[src/rtl/dmni_consts.svh]
`ifndef DMNI_CONSTS_SVH
`define DMNI_CONSTS_SVH

// Flit width, also the memory word width
`define DMNI_FLIT_W 32

// Byte address increment per memory word
`define DMNI_WORD_STEP 4

// Cycles an engine keeps the memory port while the other waits
`define DMNI_SLICE_CYCLES 16

`endif

[src/rtl/dmni_noc_pkg.sv]
`include "dmni_consts.svh"

package dmni_noc_pkg;

    // One flit on the Hermes port
    typedef logic [`DMNI_FLIT_W-1:0] flit_t;

    // Receive engine, one-hot
    typedef enum logic [2:0] {
        RCV_IDLE = 3'b001,
        RCV_WAIT = 3'b010,
        RCV_DATA = 3'b100
    } rcv_state_t;

    // Send engine, one-hot
    typedef enum logic [2:0] {
        SND_IDLE = 3'b001,
        SND_DATA = 3'b010,
        SND_LAST = 3'b100
    } snd_state_t;

endpackage

[src/rtl/dmni_mem_pkg.sv]
`include "dmni_consts.svh"

package dmni_mem_pkg;

    typedef logic [31:0] addr_t;
    typedef logic [`DMNI_FLIT_W-1:0] word_t;

    // Size in words, not bytes
    typedef logic [31:0] size_t;

    // Owner of the memory port
    typedef enum logic [1:0] {
        GRANT_NONE    = 2'd0,
        GRANT_SEND    = 2'd1,
        GRANT_RECEIVE = 2'd2
    } grant_t;

endpackage

[src/rtl/dmni_mem_if.sv]
`include "dmni_consts.svh"

interface dmni_mem_if;

    // Engine side request
    logic                    pend;
    logic                    en;
    logic                    we;
    logic [31:0]             addr;
    logic [`DMNI_FLIT_W-1:0] wdata;

    // Arbiter side answer
    logic [`DMNI_FLIT_W-1:0] rdata;
    logic                    grant;

    modport engine (
        output pend,
        output en,
        output we,
        output addr,
        output wdata,
        input  rdata,
        input  grant
    );

    modport arbiter (
        input  pend,
        input  en,
        input  we,
        input  addr,
        input  wdata,
        output rdata,
        output grant
    );

endinterface

[src/rtl/dmni_receive.sv]
`include "dmni_consts.svh"

module dmni_receive (
    input  logic                clk_i,
    input  logic                rst_ni,

    input  logic                noc_rx_i,
    input  logic                noc_eop_i,
    input  dmni_noc_pkg::flit_t noc_data_i,
    output logic                noc_credit_o,

    input  logic                st_rcv_i,
    input  dmni_mem_pkg::addr_t address_i,
    input  dmni_mem_pkg::size_t size_i,
    output dmni_mem_pkg::size_t received_cnt_o,
    output logic                receive_active_o,
    output logic                receive_available_o,

    dmni_mem_if.engine          mem
);

    dmni_noc_pkg::rcv_state_t state_q;
    dmni_noc_pkg::rcv_state_t state_d;
    dmni_mem_pkg::addr_t      addr_q;
    dmni_mem_pkg::size_t      size_q;
    logic                     consume;

    assign receive_active_o    = (state_q == dmni_noc_pkg::RCV_DATA);
    assign receive_available_o = (state_q == dmni_noc_pkg::RCV_WAIT);

    // Credit only while writing and owning the memory
    assign noc_credit_o = receive_active_o && mem.grant;
    assign consume      = noc_rx_i && noc_credit_o;

    //////////////////////////////////////////////////////////////////////
    // FSM
    //////////////////////////////////////////////////////////////////////

    always_comb begin
        state_d = state_q;
        case (state_q)
            dmni_noc_pkg::RCV_IDLE: begin
                // Head flit waiting at the input
                if (noc_rx_i)
                    state_d = dmni_noc_pkg::RCV_WAIT;
            end
            dmni_noc_pkg::RCV_WAIT: begin
                if (st_rcv_i)
                    state_d = dmni_noc_pkg::RCV_DATA;
            end
            dmni_noc_pkg::RCV_DATA: begin
                if (consume && noc_eop_i)
                    state_d = dmni_noc_pkg::RCV_IDLE;
                else if (consume && size_q == 32'd1)
                    state_d = dmni_noc_pkg::RCV_WAIT;
            end
            default: state_d = dmni_noc_pkg::RCV_IDLE;
        endcase
    end

    always_ff @(posedge clk_i or negedge rst_ni) begin
        if (!rst_ni)
            state_q <= dmni_noc_pkg::RCV_IDLE;
        else
            state_q <= state_d;
    end

    // Target address and remaining words
    always_ff @(posedge clk_i) begin
        if (receive_available_o && st_rcv_i) begin
            addr_q <= address_i;
            size_q <= size_i;
        end else if (consume) begin
            addr_q <= addr_q + 32'(`DMNI_WORD_STEP);
            size_q <= size_q - 32'd1;
        end
    end

    // Received bytes since the last start pulse
    always_ff @(posedge clk_i or negedge rst_ni) begin
        if (!rst_ni)
            received_cnt_o <= '0;
        else if (st_rcv_i)
            received_cnt_o <= '0;
        else if (consume)
            received_cnt_o <= received_cnt_o + 32'(`DMNI_FLIT_W / 8);
    end

    // Write request straight from the NoC input
    assign mem.pend  = receive_active_o;
    assign mem.en    = receive_active_o && noc_rx_i;
    assign mem.we    = 1'b1;
    assign mem.addr  = addr_q;
    assign mem.wdata = noc_data_i;

    // Grant answers a request from the cycle before
    a_credit_granted: assert property (@(posedge clk_i) disable iff (!rst_ni)
        noc_credit_o |-> $past(mem.pend));

endmodule

[src/rtl/dmni_send.sv]
`include "dmni_consts.svh"

module dmni_send (
    input  logic                clk_i,
    input  logic                rst_ni,

    input  logic                noc_ack_i,
    output logic                noc_tx_o,
    output logic                noc_eop_o,
    output dmni_noc_pkg::flit_t noc_data_o,

    input  logic                st_snd_i,
    input  dmni_mem_pkg::addr_t address_i,
    input  dmni_mem_pkg::size_t size_i,
    output logic                send_active_o,

    dmni_mem_if.engine          mem
);

    dmni_noc_pkg::snd_state_t state_q;
    dmni_noc_pkg::snd_state_t state_d;
    dmni_mem_pkg::addr_t      addr_q;
    dmni_mem_pkg::size_t      size_q;
    logic                     accept;

    assign send_active_o = (state_q != dmni_noc_pkg::SND_IDLE);
    assign noc_tx_o      = send_active_o && mem.grant;
    assign noc_eop_o     = noc_tx_o && (state_q == dmni_noc_pkg::SND_LAST);

    // Read data is combinational, the flit follows the address
    assign noc_data_o = mem.rdata;
    assign accept     = noc_tx_o && noc_ack_i;

    //////////////////////////////////////////////////////////////////////
    // FSM
    //////////////////////////////////////////////////////////////////////

    always_comb begin
        state_d = state_q;
        case (state_q)
            dmni_noc_pkg::SND_IDLE: begin
                if (st_snd_i && size_i != '0)
                    state_d = (size_i == 32'd1) ? dmni_noc_pkg::SND_LAST
                                                : dmni_noc_pkg::SND_DATA;
            end
            dmni_noc_pkg::SND_DATA: begin
                // Two words left before this accept
                if (accept && size_q == 32'd2)
                    state_d = dmni_noc_pkg::SND_LAST;
            end
            dmni_noc_pkg::SND_LAST: begin
                if (accept)
                    state_d = dmni_noc_pkg::SND_IDLE;
            end
            default: state_d = dmni_noc_pkg::SND_IDLE;
        endcase
    end

    always_ff @(posedge clk_i or negedge rst_ni) begin
        if (!rst_ni)
            state_q <= dmni_noc_pkg::SND_IDLE;
        else
            state_q <= state_d;
    end

    // Without ack both counters hold
    always_ff @(posedge clk_i) begin
        if (!send_active_o && st_snd_i) begin
            addr_q <= address_i;
            size_q <= size_i;
        end else if (accept) begin
            addr_q <= addr_q + 32'(`DMNI_WORD_STEP);
            size_q <= size_q - 32'd1;
        end
    end

    // Read-only requester
    assign mem.pend  = send_active_o;
    assign mem.en    = send_active_o;
    assign mem.we    = 1'b0;
    assign mem.addr  = addr_q;
    assign mem.wdata = '0;

    // eop marks the word accepted with one left
    a_eop_last: assert property (@(posedge clk_i) disable iff (!rst_ni)
        noc_eop_o |-> noc_tx_o && size_q == 32'd1);

    a_tx_granted: assert property (@(posedge clk_i) disable iff (!rst_ni)
        noc_tx_o |-> mem.grant && $past(mem.pend));

endmodule

[src/rtl/dmni_mem_arbiter.sv]
`include "dmni_consts.svh"

module dmni_mem_arbiter (
    input  logic                clk_i,
    input  logic                rst_ni,

    dmni_mem_if.arbiter         snd,
    dmni_mem_if.arbiter         rcv,

    output logic                mem_en_o,
    output logic [3:0]          mem_we_o,
    output dmni_mem_pkg::addr_t mem_addr_o,
    output dmni_mem_pkg::word_t mem_data_o,
    input  dmni_mem_pkg::word_t mem_data_i
);

    localparam int unsigned SLICE_W = $clog2(`DMNI_SLICE_CYCLES);

    dmni_mem_pkg::grant_t grant_q;
    dmni_mem_pkg::grant_t grant_d;
    logic [SLICE_W-1:0]   slice_q;
    logic                 slice_done;
    logic                 sel_en;
    logic                 sel_we;

    assign slice_done = (slice_q == SLICE_W'(`DMNI_SLICE_CYCLES - 1));

    //////////////////////////////////////////////////////////////////////
    // Round-robin with time slice
    //////////////////////////////////////////////////////////////////////

    always_comb begin
        grant_d = grant_q;
        case (grant_q)
            dmni_mem_pkg::GRANT_SEND: begin
                if (!snd.pend || (slice_done && rcv.pend))
                    grant_d = rcv.pend ? dmni_mem_pkg::GRANT_RECEIVE
                                       : dmni_mem_pkg::GRANT_NONE;
            end
            dmni_mem_pkg::GRANT_RECEIVE: begin
                if (!rcv.pend || (slice_done && snd.pend))
                    grant_d = snd.pend ? dmni_mem_pkg::GRANT_SEND
                                       : dmni_mem_pkg::GRANT_NONE;
            end
            default: begin
                // Receive first on an idle port so the NoC input drains
                if (rcv.pend)
                    grant_d = dmni_mem_pkg::GRANT_RECEIVE;
                else if (snd.pend)
                    grant_d = dmni_mem_pkg::GRANT_SEND;
            end
        endcase
    end

    always_ff @(posedge clk_i or negedge rst_ni) begin
        if (!rst_ni) begin
            grant_q <= dmni_mem_pkg::GRANT_NONE;
            slice_q <= '0;
        end else begin
            grant_q <= grant_d;
            // New slice on every handover or expiry
            if (grant_d != grant_q || slice_done)
                slice_q <= '0;
            else if (grant_q != dmni_mem_pkg::GRANT_NONE)
                slice_q <= slice_q + 1'b1;
        end
    end

    assign snd.grant = (grant_q == dmni_mem_pkg::GRANT_SEND);
    assign rcv.grant = (grant_q == dmni_mem_pkg::GRANT_RECEIVE);
    assign snd.rdata = mem_data_i;
    assign rcv.rdata = mem_data_i;

    //////////////////////////////////////////////////////////////////////
    // Memory port mux
    //////////////////////////////////////////////////////////////////////

    always_comb begin
        case (grant_q)
            dmni_mem_pkg::GRANT_SEND: begin
                sel_en     = snd.en;
                sel_we     = snd.we;
                mem_addr_o = snd.addr;
                mem_data_o = snd.wdata;
            end
            dmni_mem_pkg::GRANT_RECEIVE: begin
                sel_en     = rcv.en;
                sel_we     = rcv.we;
                mem_addr_o = rcv.addr;
                mem_data_o = rcv.wdata;
            end
            default: begin
                sel_en     = 1'b0;
                sel_we     = 1'b0;
                mem_addr_o = '0;
                mem_data_o = '0;
            end
        endcase
    end

    assign mem_en_o = sel_en;
    assign mem_we_o = {4{sel_en && sel_we}};

    // A grant only goes to an engine that was pending at the edge before
    a_grant_requested: assert property (@(posedge clk_i) disable iff (!rst_ni)
        (snd.grant -> $past(snd.pend)) && (rcv.grant -> $past(rcv.pend)));

    // Only the receive engine ever writes
    a_we_receive: assert property (@(posedge clk_i) disable iff (!rst_ni)
        mem_we_o != '0 |-> grant_q == dmni_mem_pkg::GRANT_RECEIVE);

endmodule

[src/rtl/dmni_dma.sv]
`include "dmni_consts.svh"

module dmni_dma (
    input  logic                    clk_i,
    input  logic                    rst_ni,

    // NoC input
    input  logic                    noc_rx_i,
    input  logic                    noc_eop_i,
    input  logic [`DMNI_FLIT_W-1:0] noc_data_i,
    output logic                    noc_credit_o,

    // NoC output
    output logic                    noc_tx_o,
    output logic                    noc_eop_o,
    input  logic                    noc_ack_i,
    output logic [`DMNI_FLIT_W-1:0] noc_data_o,

    // Memory port
    output logic                    mem_en_o,
    output logic [3:0]              mem_we_o,
    output logic [31:0]             mem_addr_o,
    input  logic [`DMNI_FLIT_W-1:0] mem_data_i,
    output logic [`DMNI_FLIT_W-1:0] mem_data_o,

    // Software configuration, address and size shared by both engines
    input  logic                    st_rcv_i,
    input  logic                    st_snd_i,
    input  logic [31:0]             address_i,
    input  logic [31:0]             size_i,
    output logic [31:0]             received_cnt_o,
    output logic                    send_active_o,
    output logic                    receive_active_o,
    output logic                    receive_available_o
);

    dmni_mem_if rcv_mem ();
    dmni_mem_if snd_mem ();

    dmni_receive u_receive (
        .clk_i, .rst_ni,
        .noc_rx_i, .noc_eop_i, .noc_data_i, .noc_credit_o,
        .st_rcv_i, .address_i, .size_i,
        .received_cnt_o, .receive_active_o, .receive_available_o,
        .mem (rcv_mem.engine)
    );

    dmni_send u_send (
        .clk_i, .rst_ni,
        .noc_ack_i, .noc_tx_o, .noc_eop_o, .noc_data_o,
        .st_snd_i, .address_i, .size_i,
        .send_active_o,
        .mem (snd_mem.engine)
    );

    dmni_mem_arbiter u_arbiter (
        .clk_i, .rst_ni,
        .snd (snd_mem.arbiter),
        .rcv (rcv_mem.arbiter),
        .mem_en_o, .mem_we_o, .mem_addr_o, .mem_data_o, .mem_data_i
    );

endmodule

[config.mk]
export PLATFORM = sky130hd
export DESIGN_NAME = dmni_dma
export DESIGN_NICKNAME = d
export VERILOG_FILES = /design/src/rtl/dmni_noc_pkg.sv /design/src/rtl/dmni_mem_pkg.sv /design/src/rtl/dmni_mem_if.sv /design/src/rtl/dmni_receive.sv /design/src/rtl/dmni_send.sv /design/src/rtl/dmni_mem_arbiter.sv /design/src/rtl/dmni_dma.sv
export VERILOG_INCLUDE_DIRS = /design/src /design/src/rtl
export SDC_FILE = /design/constraint.sdc
export NUM_CORES = 1
export LEC_CHECK = 0
export ABC_AREA = 0
export BUFFER_PORTS_ARGS = -buffer_cell sky130_fd_sc_hd__buf_2
export CAP_MARGIN = 0
export CORE_MARGIN = 5
export CORE_UTILIZATION = 54
export CTS_CLUSTER_DIAMETER = 80
export CTS_CLUSTER_SIZE = 12
export DETAILED_ROUTE_END_ITERATION = 8
export PLACE_DENSITY = 0.81
export SLEW_MARGIN = 20
export SYNTH_ARGS = -nofsm -noshare
export SYNTH_HDL_FRONTEND = slang
export SYNTH_SLANG_ARGS = --single-unit
[constraint.sdc]
create_clock -name clk_i -period 11.1 [get_ports clk_i]
set_clock_uncertainty 0.1 [all_clocks]
set_input_delay 1.665 -clock clk_i [delete_from_list [all_inputs] [get_ports clk_i]]
set_output_delay 1.665 -clock clk_i [all_outputs]
set_load 0.02 [all_outputs]
==> flow_summary.toml, run 1 <==
[sta]
min_period_ps = 4596
tightest_slew_ps = 1131
hold_viol = 0
fmax_ghz = 0.2176
setup_slack_ps = 6504
whs_ps = 457.8
max-slew-margin-rel_pct = 23.96
fin_tns_setup_ps = 0
fin_crit_sh_pct = 41.41
rsz0062_at_grt = "false"
setup_viol = 0
slew_violations = 0

[power_and_ir_drop]
ir_drop_uv = 114.3
clkPwrFrac_pct = 24.2
power.switching_mw = 0.9920
sw_frac_of_total_pct = 38.17
p_leak_nw = 4.597
power_frac_comb_pct = 32.4
power.density_nw_per_um2 = 209.7
pwr-share-seq_pct = 43.4
p_int_mw = 1.607

[route]
ant_nets = 0
drt_iter0_markers = 898
vias = 9543
viasPerCell = 5.916
totalWireLength_um = 29900
drc = 0
wl_per_cell_um = 18.54
firstDrtPassIters = 5

[synthesis]
muxShareOfSynthArea_pct = 0.09283
synth_top_area_share_pct = 35.65
synth-compound-area-share_pct = 11.33
synth.area.top_cells = "edfxtp_1 (36%), dfrtp_1 (9.3%), xor2_1 (6.9%), nand2_1 (5.6%), o21ai_0 (5.1%)"
synth_flop_cell = "edfxtp_1"
syn_inst = 1183
synth_area_um2 = 10780
yosys_warnings = 0
ys_seq_area_share_pct = 45.42
synth.most_common_cell = "nand2_1"
synth_simple_gate_area_share_pct = 25.70
yosys.area_share.adder_pct = 1.276
synth_edf_count = 128
synthArstFlopShare_pct = 24.71
synth.avg_cell_area_um2 = 9.115
ys_ff_latch = 170
yosys.area.top_type = "edfxtp_1"
netlist_top_cells_count = "nand2_1 (160), edfxtp_1 (128), nor2_1 (120)"
synthDistinctLibCells = 59
synth_xor_area_share_pct = 10.32
synth_top_family_by_area = "simple AND/OR/NAND/NOR gates"

[setup_path]
arrival_ps = 2830
cp_max_fo = 71
endpoint_kind = "primary output"
critical-path-max-stage-delay_ps = 820
required_ps = 9340
worstSetupStartpointType = "register"
cp_top_family = "simple AND/OR/NAND/NOR gates"
path_buf_inv = 2
worst_path_max_delay_cell = "nor4bb_1"
cp_cell_sequence = "inv_1, ha_4, nor4bb_1, buf_2"
crit_type = "register to primary output"

[global_routing]
grt_pass1_wl_um = 46220
grt_max_degree = 72
grt_pass1_vias = 8855
grt_overflow = 0
top_usage_layer = "met2"
use_met1_pct = 32.23
grt_antenna_before_repair = 11
grt_use_total_pct = 25.62
gr-usage-met3_pct = 4.817
grtUsageMet2_pct = 42.70

[floorplanning]
core_region_area_um2 = 19590
dieWidth_um = 151.3
die_y_um = 151.3
dieArea_um2 = 22890
placementRows = 51
design.portCount = 274
initial_utilization_pct = 55.04

[clock_tree]
cts_tree = "built"
numCtsBuffers = 17
cts_setup_buffers = 0
clk_pin_slew_ps = 80
htreeDepth = 4
ctsResizeCount = 0
hold_buffers = 0
cts-root-buf = "clkbuf_16"
clkLatencyLatePin_ps = 440
cts.sinks = 170
clock_path_buffers = 2

[placed_design]
post-place-ws_ps = 6534
io_buffers = 207
dp_hpwl_um = 21240
gp_congestion = 0.8452

[cells_and_area]
layout-drive-gt1-share_pct = 20.46
final_util_pct = 63.24
fillers = 1639
finalNetCount = 1472
synthToLayoutAreaGrowth_pct = 14.90
regArea_um2 = 4897
multi_input_area_um2 = 5286

[status]
outcome = "completed"

[min_path]
hp-class = "register to register"

[job]
max-cap-violations = 0
## routing by layer
metal	routed length, µm	vias up
li1	-	4518
met1	11640	4484
met2	14780	462
met3	2614	75
met4	844	4
met5	26	-
## cell usage in the layout, fill, tap and decap left out, types with 5 or more instances in the layout
master and n:
and2_1 37, buf_4 11, or3_1 16, nand4_1 44, a21oi_1 35, nand2b_1 8
nor2_1 120, nand3_1 44, dfrtp_1 40, ha_1 10, diode_2 9, inv_1 18
nand2_1 159, a31oi_1 8, buf_2 207, or4_1 16, nand4b_1 9, edfxtp_1 128
xor2_1 85, o21ai_0 108, or2_2 5, and4_1 5, nor3_1 21, nor4_1 29
and3_1 8, clkbuf_16 22, a22oi_1 33, xnor2_1 42, o31ai_1 8
## registers in the layout, summed over array words and instances (netlist names)
register	flops
u_receive.mem.addr	32
u_receive.size_q	32
u_send.mem.addr	32
u_send.size_q	32
u_receive.received_cnt_o	30
u_arbiter.slice_q	4
u_receive.state_q	3
u_send.state_q	3
u_arbiter.grant_q	2
## worst register-to-register path: cells and delay by family (launching register included)
family	cells	cell delay (ps)
simple gates	3	1030
buf+inv	2	780
fa+ha+maj	1	590
flops	1	490
## cells by family after synthesis
kind of cell,after synthesis
xor gates and xnor gates,127
and+or+nand+nor,546
adders and majority gates,11
AOI/OAI and AO/OA,209
other,1
muxes,1
DFF,170
buffers and inverters,118
## metrics by stage
| step | cell area [µm²] | cells | total power, mW |
|---|---|---|---|
| after global placement | 11720 | 1572 | 1.925 |
| after CTS | 12360 | 1604 | 2.596 |
| after global routing | 12390 | 1613 | 2.741 |
| final | 12390 | 1613 | 2.599 |
| after floorplan | 10790 | 1184 | 1.722 |
| after detailed placement | 11720 | 1572 | 1.964 |
## area by class of cell
class / instances / area share [%]
Sequential cell: 170 / 39.53
Multi-Input combinational cell: 896 / 42.67
Clock buffer: 22 / 4.444
Timing Repair Buffer: 218 / 9.028
Tap cell: 265 / 2.676
Antenna cell: 9 / 0.1818
Inverter: 23 / 0.7978
Clock inverter: 10 / 0.6766
## power by group through the flow
stage / registers [mW] / logic, mW / clock network [mW]
6_report: 1.13 / 0.841 / 0.630
2_1_floorplan: 1.10 / 0.624 / 0
4_1_cts: 1.12 / 0.840 / 0.635
3_3_place_gp: 1.12 / 0.806 / 0
5_1_grt: 1.15 / 0.928 / 0.662
3_5_place_dp: 1.13 / 0.833 / 0
## final timing paths
| kind | start | endpoint | depth (start not counted) | slack, ps |
|---|---|---|---|---|
| hold reg to reg | u_receive.received_cnt_o[31] | u_receive.received_cnt_o[31] | 2 | 460 |
| min in group asynchronous | rst_ni | u_receive.received_cnt_o[30] | 1 | 1270 |
| setup / recovery | u_arbiter.grant_q[0] | noc_credit_o | 4 | 6500 |
| setup reg to reg | u_arbiter.grant_q[0] | u_receive.mem.addr[8] | 6 | 7740 |
| max in group asynchronous | rst_ni | u_receive.received_cnt_o[2] | 1 | 9030 |
| hold / removal | u_receive.received_cnt_o[31] | u_receive.received_cnt_o[31] | 2 | 460 |
(Power assumes the default switching activity.)
==> run 2, diff against run 1 <==
Settings changed: CORE_UTILIZATION 54 to 49, PLACE_DENSITY 0.81 to 0.78.
Clock period 11.1 ns to 4.02 ns, I/O delays scaled along.
==> run 2 against run 1 <==
  * Worst setup slack got worse by 5800 ps
  * Die area rose by 9.5%
  * Largest power group unchanged
  * Total power rose to 2.8 times the previous value
  * Combinational power rose to 2.9 times the previous value
  * Final cell count increased by 0.68%
  * Core utilization decreased by 5.9 points
  * First-iteration DRC count rose by 6.2%
  * Clock power rose to 2.7 times the previous value
==> flow_summary.toml, run 2 (synthesis gave the netlist of run 1 again) <==
[status]
outcome = "completed"

[sta]
whs_ps = 217.4
slew_violations = 0
hold_viol = 0
rsz0062_at_grt = "false"
setup_slack_ps = 665.9
fmax_ghz = 0.2981
fin_tns_setup_ps = 0
setup_viol = 0
min_period_ps = 3354
fin_crit_sh_pct = 83.43
tightest_slew_ps = 1032
max-slew-margin-rel_pct = 30.65

[cells_and_area]
regArea_um2 = 4897
n_antenna_cell = 0
synthToLayoutAreaGrowth_pct = 15.77
layout.cells.non_filler = 1624
final_util_pct = 57.38
post-route-cell-area_um2 = 12480
final_common_cell = "buf_2"
layout-drive-gt1-share_pct = 20.68
final_cell_mix = "buf_2 (207), nand2_1 (159), edfxtp_1 (128)"
finalNetCount = 1477
multi_input_area_um2 = 5306
fillers = 1929

[floorplanning]
design.portCount = 274
placementRows = 54
initial_utilization_pct = 49.56
die_y_um = 158.3
dieWidth_um = 158.3
dieArea_um2 = 25070
core_region_area_um2 = 21760

[route]
totalWireLength_um = 30520
wl_per_cell_um = 18.79
ant_nets = 0
drt_iter0_markers = 954
drc = 0
firstDrtPassIters = 5
viasPerCell = 5.898
vias = 9579

[placed_design]
io_buffers = 207
place_area_um2 = 11830
post-place-ws_ps = 1029
dp_hpwl_um = 21910
gp_congestion = 0.8734
post-place-cells = 1591

[global_routing]
grt_use_total_pct = 23.48
grt_antenna_before_repair = 2
grt_overflow = 0
grt_pass1_vias = 8923
grt_max_degree = 69
grt_pass1_wl_um = 46310

[clock_tree]
htreeDepth = 4
hold_buffers = 0
cts.sinks = 170
ctsResizeCount = 0
cts_setup_buffers = 0
numCtsBuffers = 17
clock_path_buffers = 2
clk_pin_slew_ps = 70
cts-root-buf = "clkbuf_16"
clkLatencyLatePin_ps = 440
cts_tree = "built"

[setup_path]
worstSetupStartpointType = "register"
cp_max_fo = 68
crit_type = "register to primary output"
startpoint = "u_arbiter.grant_q[0]"
regToRegSetupSlack_ps = 950
endpoint_kind = "primary output"
r2r_start = "u_send.size_q[0]"
arrival_ps = 2650
required_ps = 3320
reg2reg_to = "u_send.size_q[28]"
reg2reg_depth = 7

[power_and_ir_drop]
p_int_mw = 4.471
pwr-share-seq_pct = 42.8
power.density_nw_per_um2 = 579.6
clkPwrFrac_pct = 23.5
sw_frac_of_total_pct = 38.20
ir_drop_uv = 349.9
p_leak_nw = 4.649
power_frac_comb_pct = 33.7
power_mw = 7.235
power.switching_mw = 2.764

[job]
max-cap-violations = 0

[min_path]
hp-class = "input port to asynchronous set/reset pin"
-- run 2: cell types whose count changed in the layout (fill, tap and decap cells not counted), moves of 2 or more --
cell      before  now
buf_12         0    4
nor4_4         0    2
clkinv_4       2    0
clkbuf_1       0    2
diode_2        9    0
-- run 2: per-layer routing --
metal / up-vias / GRT usage, % / share of wire [%]
met3: 63 / 4.322 / 8.6
li1: 4516 / - / -
met4: 4 / 7.961 / 2.9
met2: 462 / 39.80 / 48
met5: - / 0 / 0.069
met1: 4534 / 30.44 / 40
-- run 2: worst max path at each step --
stage,end,slack (ps),depth (start not counted)
finish,mem_addr_o[24],670,6
global route,mem_addr_o[24],560,6
CTS,mem_addr_o[24],680,6
detailed placement,u_send.size_q[28],1030,7
global placement,noc_eop_o,1150,4
floorplan,u_receive.mem.addr[10],690,7
-- run 2: layout make-up --
cell class                 count  area share, %
multi-input combinational    896          42.51
sequential                   170          39.23
timing repair buffer         223          9.823
clock buffer                  24          4.310
tap                          280          2.806
inverter                      23         0.7918
clock inverter                 8         0.5312
-- run 2: critical path, cell delays in order, from the launching register on --
cell and delay (ps):
dfrtp_1 490, inv_1 160, ha_2 230, buf_4 560, a22oi_1 190, nor2_1 340
buf_2 240
-- run 2: power groups by stage --
| stage | combinational, mW | clock (mW) | sequential [mW] |
|---|---|---|---|
| 6_report | 2.44 | 1.70 | 3.10 |
| 5_1_grt | 2.69 | 1.79 | 3.16 |
| 4_1_cts | 2.38 | 1.71 | 3.08 |
| 3_5_place_dp | 2.37 | 0 | 3.11 |
| 3_3_place_gp | 2.30 | 0 | 3.09 |
| 2_1_floorplan | 1.73 | 0 | 2.99 |
==> run 3, diff against run 2 <==
Settings changed: CORE_UTILIZATION 49 to 54, PLACE_DENSITY 0.78 to 0.81.
Clock period 4.02 ns to 3.5 ns, I/O delays scaled along.
==> run 3 against run 2 <==
  * Count of clock-buffer cells in the layout is 2 lower
  * Flip-flop and latch count stayed put
  * Sequential share of layout area is 0.13 points lower
  * Worst hold slack worse by 77 ps
  * Combinational power is 11% higher
  * Non-clock buffer count is 9 higher
  * Worst setup slack worse by 290 ps
  * Critical endpoint is now mem_we_o[3]
==> flow_summary.toml, run 3 (synthesis gave the netlist of run 1 again) <==
[sta]
tightest_slew_ps = 931.6
hold_viol = 0
slew_violations = 0
min_period_ps = 3125
fin_crit_sh_pct = 89.29
fin_tns_setup_ps = 0
whs_ps = 140.4
fmax_ghz = 0.3200
setup_viol = 0
rsz0062_at_grt = "false"
max-slew-margin-rel_pct = 37.89

[power_and_ir_drop]
ir_drop_uv = 423.1
power_frac_comb_pct = 32.8
clkPwrFrac_pct = 24.1
power.switching_mw = 3.093
sw_frac_of_total_pct = 37.33
p_leak_nw = 4.688
power.density_nw_per_um2 = 661.7
pwr-share-seq_pct = 43.1
p_int_mw = 5.193

[setup_path]
endpoint_kind = "primary output"
crit_type = "register to primary output"
worstSetupStartpointType = "register"
path_buf_inv = 2
reg2reg_to = "u_receive.size_q[22]"
cp_max_fo = 36
critical-path-max-stage-delay_ps = 480
cp_cell_sequence = "inv_1, ha_4, and2_2, nand2_1, a21oi_1, and2_1, buf_2"
cp_top_family = "simple AND/OR/NAND/NOR gates"
arrival_ps = 2500
required_ps = 2870
startpoint = "u_arbiter.grant_q[0]"
worst_path_max_delay_cell = "dfrtp_1"
cp_num_cells = 7
reg2reg_depth = 7
crit_end = "mem_we_o[3]"
regToRegSetupSlack_ps = 670
r2r_start = "u_receive.size_q[0]"

[clock_tree]
htreeDepth = 4
cts_tree = "built"
hold_buffers = 0
clkLatencyLatePin_ps = 430
clock_path_buffers = 2
numCtsBuffers = 17
cts.sinks = 170
clk_pin_slew_ps = 70
cts-root-buf = "clkbuf_16"
cts_setup_buffers = 0

[cells_and_area]
layout-drive-gt1-share_pct = 21.21
multi_input_area_um2 = 5286
synthToLayoutAreaGrowth_pct = 16.14
final_common_cell = "buf_2"
finalNetCount = 1486
regArea_um2 = 4897
final_cell_mix = "buf_2 (207), nand2_1 (159), edfxtp_1 (128)"
fillers = 1595

[floorplanning]
die_y_um = 151.3
dieArea_um2 = 22890
placementRows = 51
design.portCount = 274
dieWidth_um = 151.3
initial_utilization_pct = 55.04
core_region_area_um2 = 19590

[min_path]
hp-class = "input port to asynchronous set/reset pin"

[route]
totalWireLength_um = 29350
drt_iter0_markers = 700
viasPerCell = 5.937
drc = 0
ant_nets = 0
vias = 9635
wl_per_cell_um = 18.09
firstDrtPassIters = 5

[placed_design]
gp_congestion = 0.8695
io_buffers = 207
dp_hpwl_um = 21380

[global_routing]
grt_antenna_before_repair = 5
grt_pass1_wl_um = 45800
grt_use_total_pct = 25.33
grt_max_degree = 63
grt_pass1_vias = 9105
grt_overflow = 0

[job]
max-cap-violations = 0

[status]
outcome = "completed"
run 3: changes by cell type in the layout (fill, tap and decap cells not counted), moves of 2 or more:
cell and delta:
clkinv_2 +2, inv_6 -4, clkbuf_1 -2, buf_4 +11
clkinv_4 +3, diode_2 +5, nor4_4 -2
run 3: worst min-delay path by stage:
stage / from / end / depth (start not counted)
after global placement: u_receive.received_cnt_o[31] / u_receive.received_cnt_o[31] / 2
after floorplan: rst_ni / u_arbiter.grant_q[0] / 0
final: rst_ni / u_receive.received_cnt_o[22] / 1
after global routing: rst_ni / u_receive.received_cnt_o[22] / 1
after detailed placement: u_receive.received_cnt_o[31] / u_receive.received_cnt_o[31] / 2
after CTS: rst_ni / u_receive.received_cnt_o[22] / 1
run 3: per-stage QoR:
stage / worst slack, ps / utilization (%) / area [µm²] / power (mW) / std cells
final: 374.9 / 63.93 / 12520 / 8.286 / 1623
after global routing: 187.8 / 63.93 / 12520 / 8.771 / 1623
after CTS: 193.4 / 63.81 / 12500 / 8.301 / 1618
after detailed placement: 645.7 / 60.57 / 11870 / 6.301 / 1586
after global placement: 717.2 / 60.57 / 11870 / 6.194 / 1586
after floorplan: 169.5 / - / 10790 / 5.422 / 1184
run 3: cell type report:
class / count / area share, %
Multi-Input combinational cell: 896 / 42.21
Clock inverter: 10 / 0.7693
Inverter: 23 / 0.7893
Tap cell: 265 / 2.648
Antenna cell: 5 / 0.09991
Clock buffer: 22 / 4.306
Timing Repair Buffer: 232 / 10.07
Sequential cell: 170 / 39.10
run 3: metal layers:
metal | wire (µm) | GRT usage, % | share of wire, % | up-vias
met5 | 0 | 0 | 0 | -
met4 | 759 | 11.11 | 2.6 | 0
met3 | 2321 | 5.476 | 7.9 | 54
met2 | 14380 | 41.72 | 49 | 436
met1 | 11900 | 32.15 | 41 | 4599
li1 | - | - | - | 4546
run 3: power groups by stage:
| stage | clock network [mW] | registers [mW] | logic, mW |
|---|---|---|---|
| floorplan | 0 | 3.44 | 1.98 |
| global placement | 0 | 3.56 | 2.64 |
| detailed placement | 0 | 3.58 | 2.72 |
| CTS | 2.02 | 3.55 | 2.74 |
| global route | 2.10 | 3.64 | 3.03 |
| finish | 2.00 | 3.57 | 2.72 |
run 3: repair_timing:
item / 4_1_cts / 5_1_grt
endpoints found under the setup margin: 0 / 1
resized for setup: 0 / 1
endpoints found under the hold margin: 0 / 0
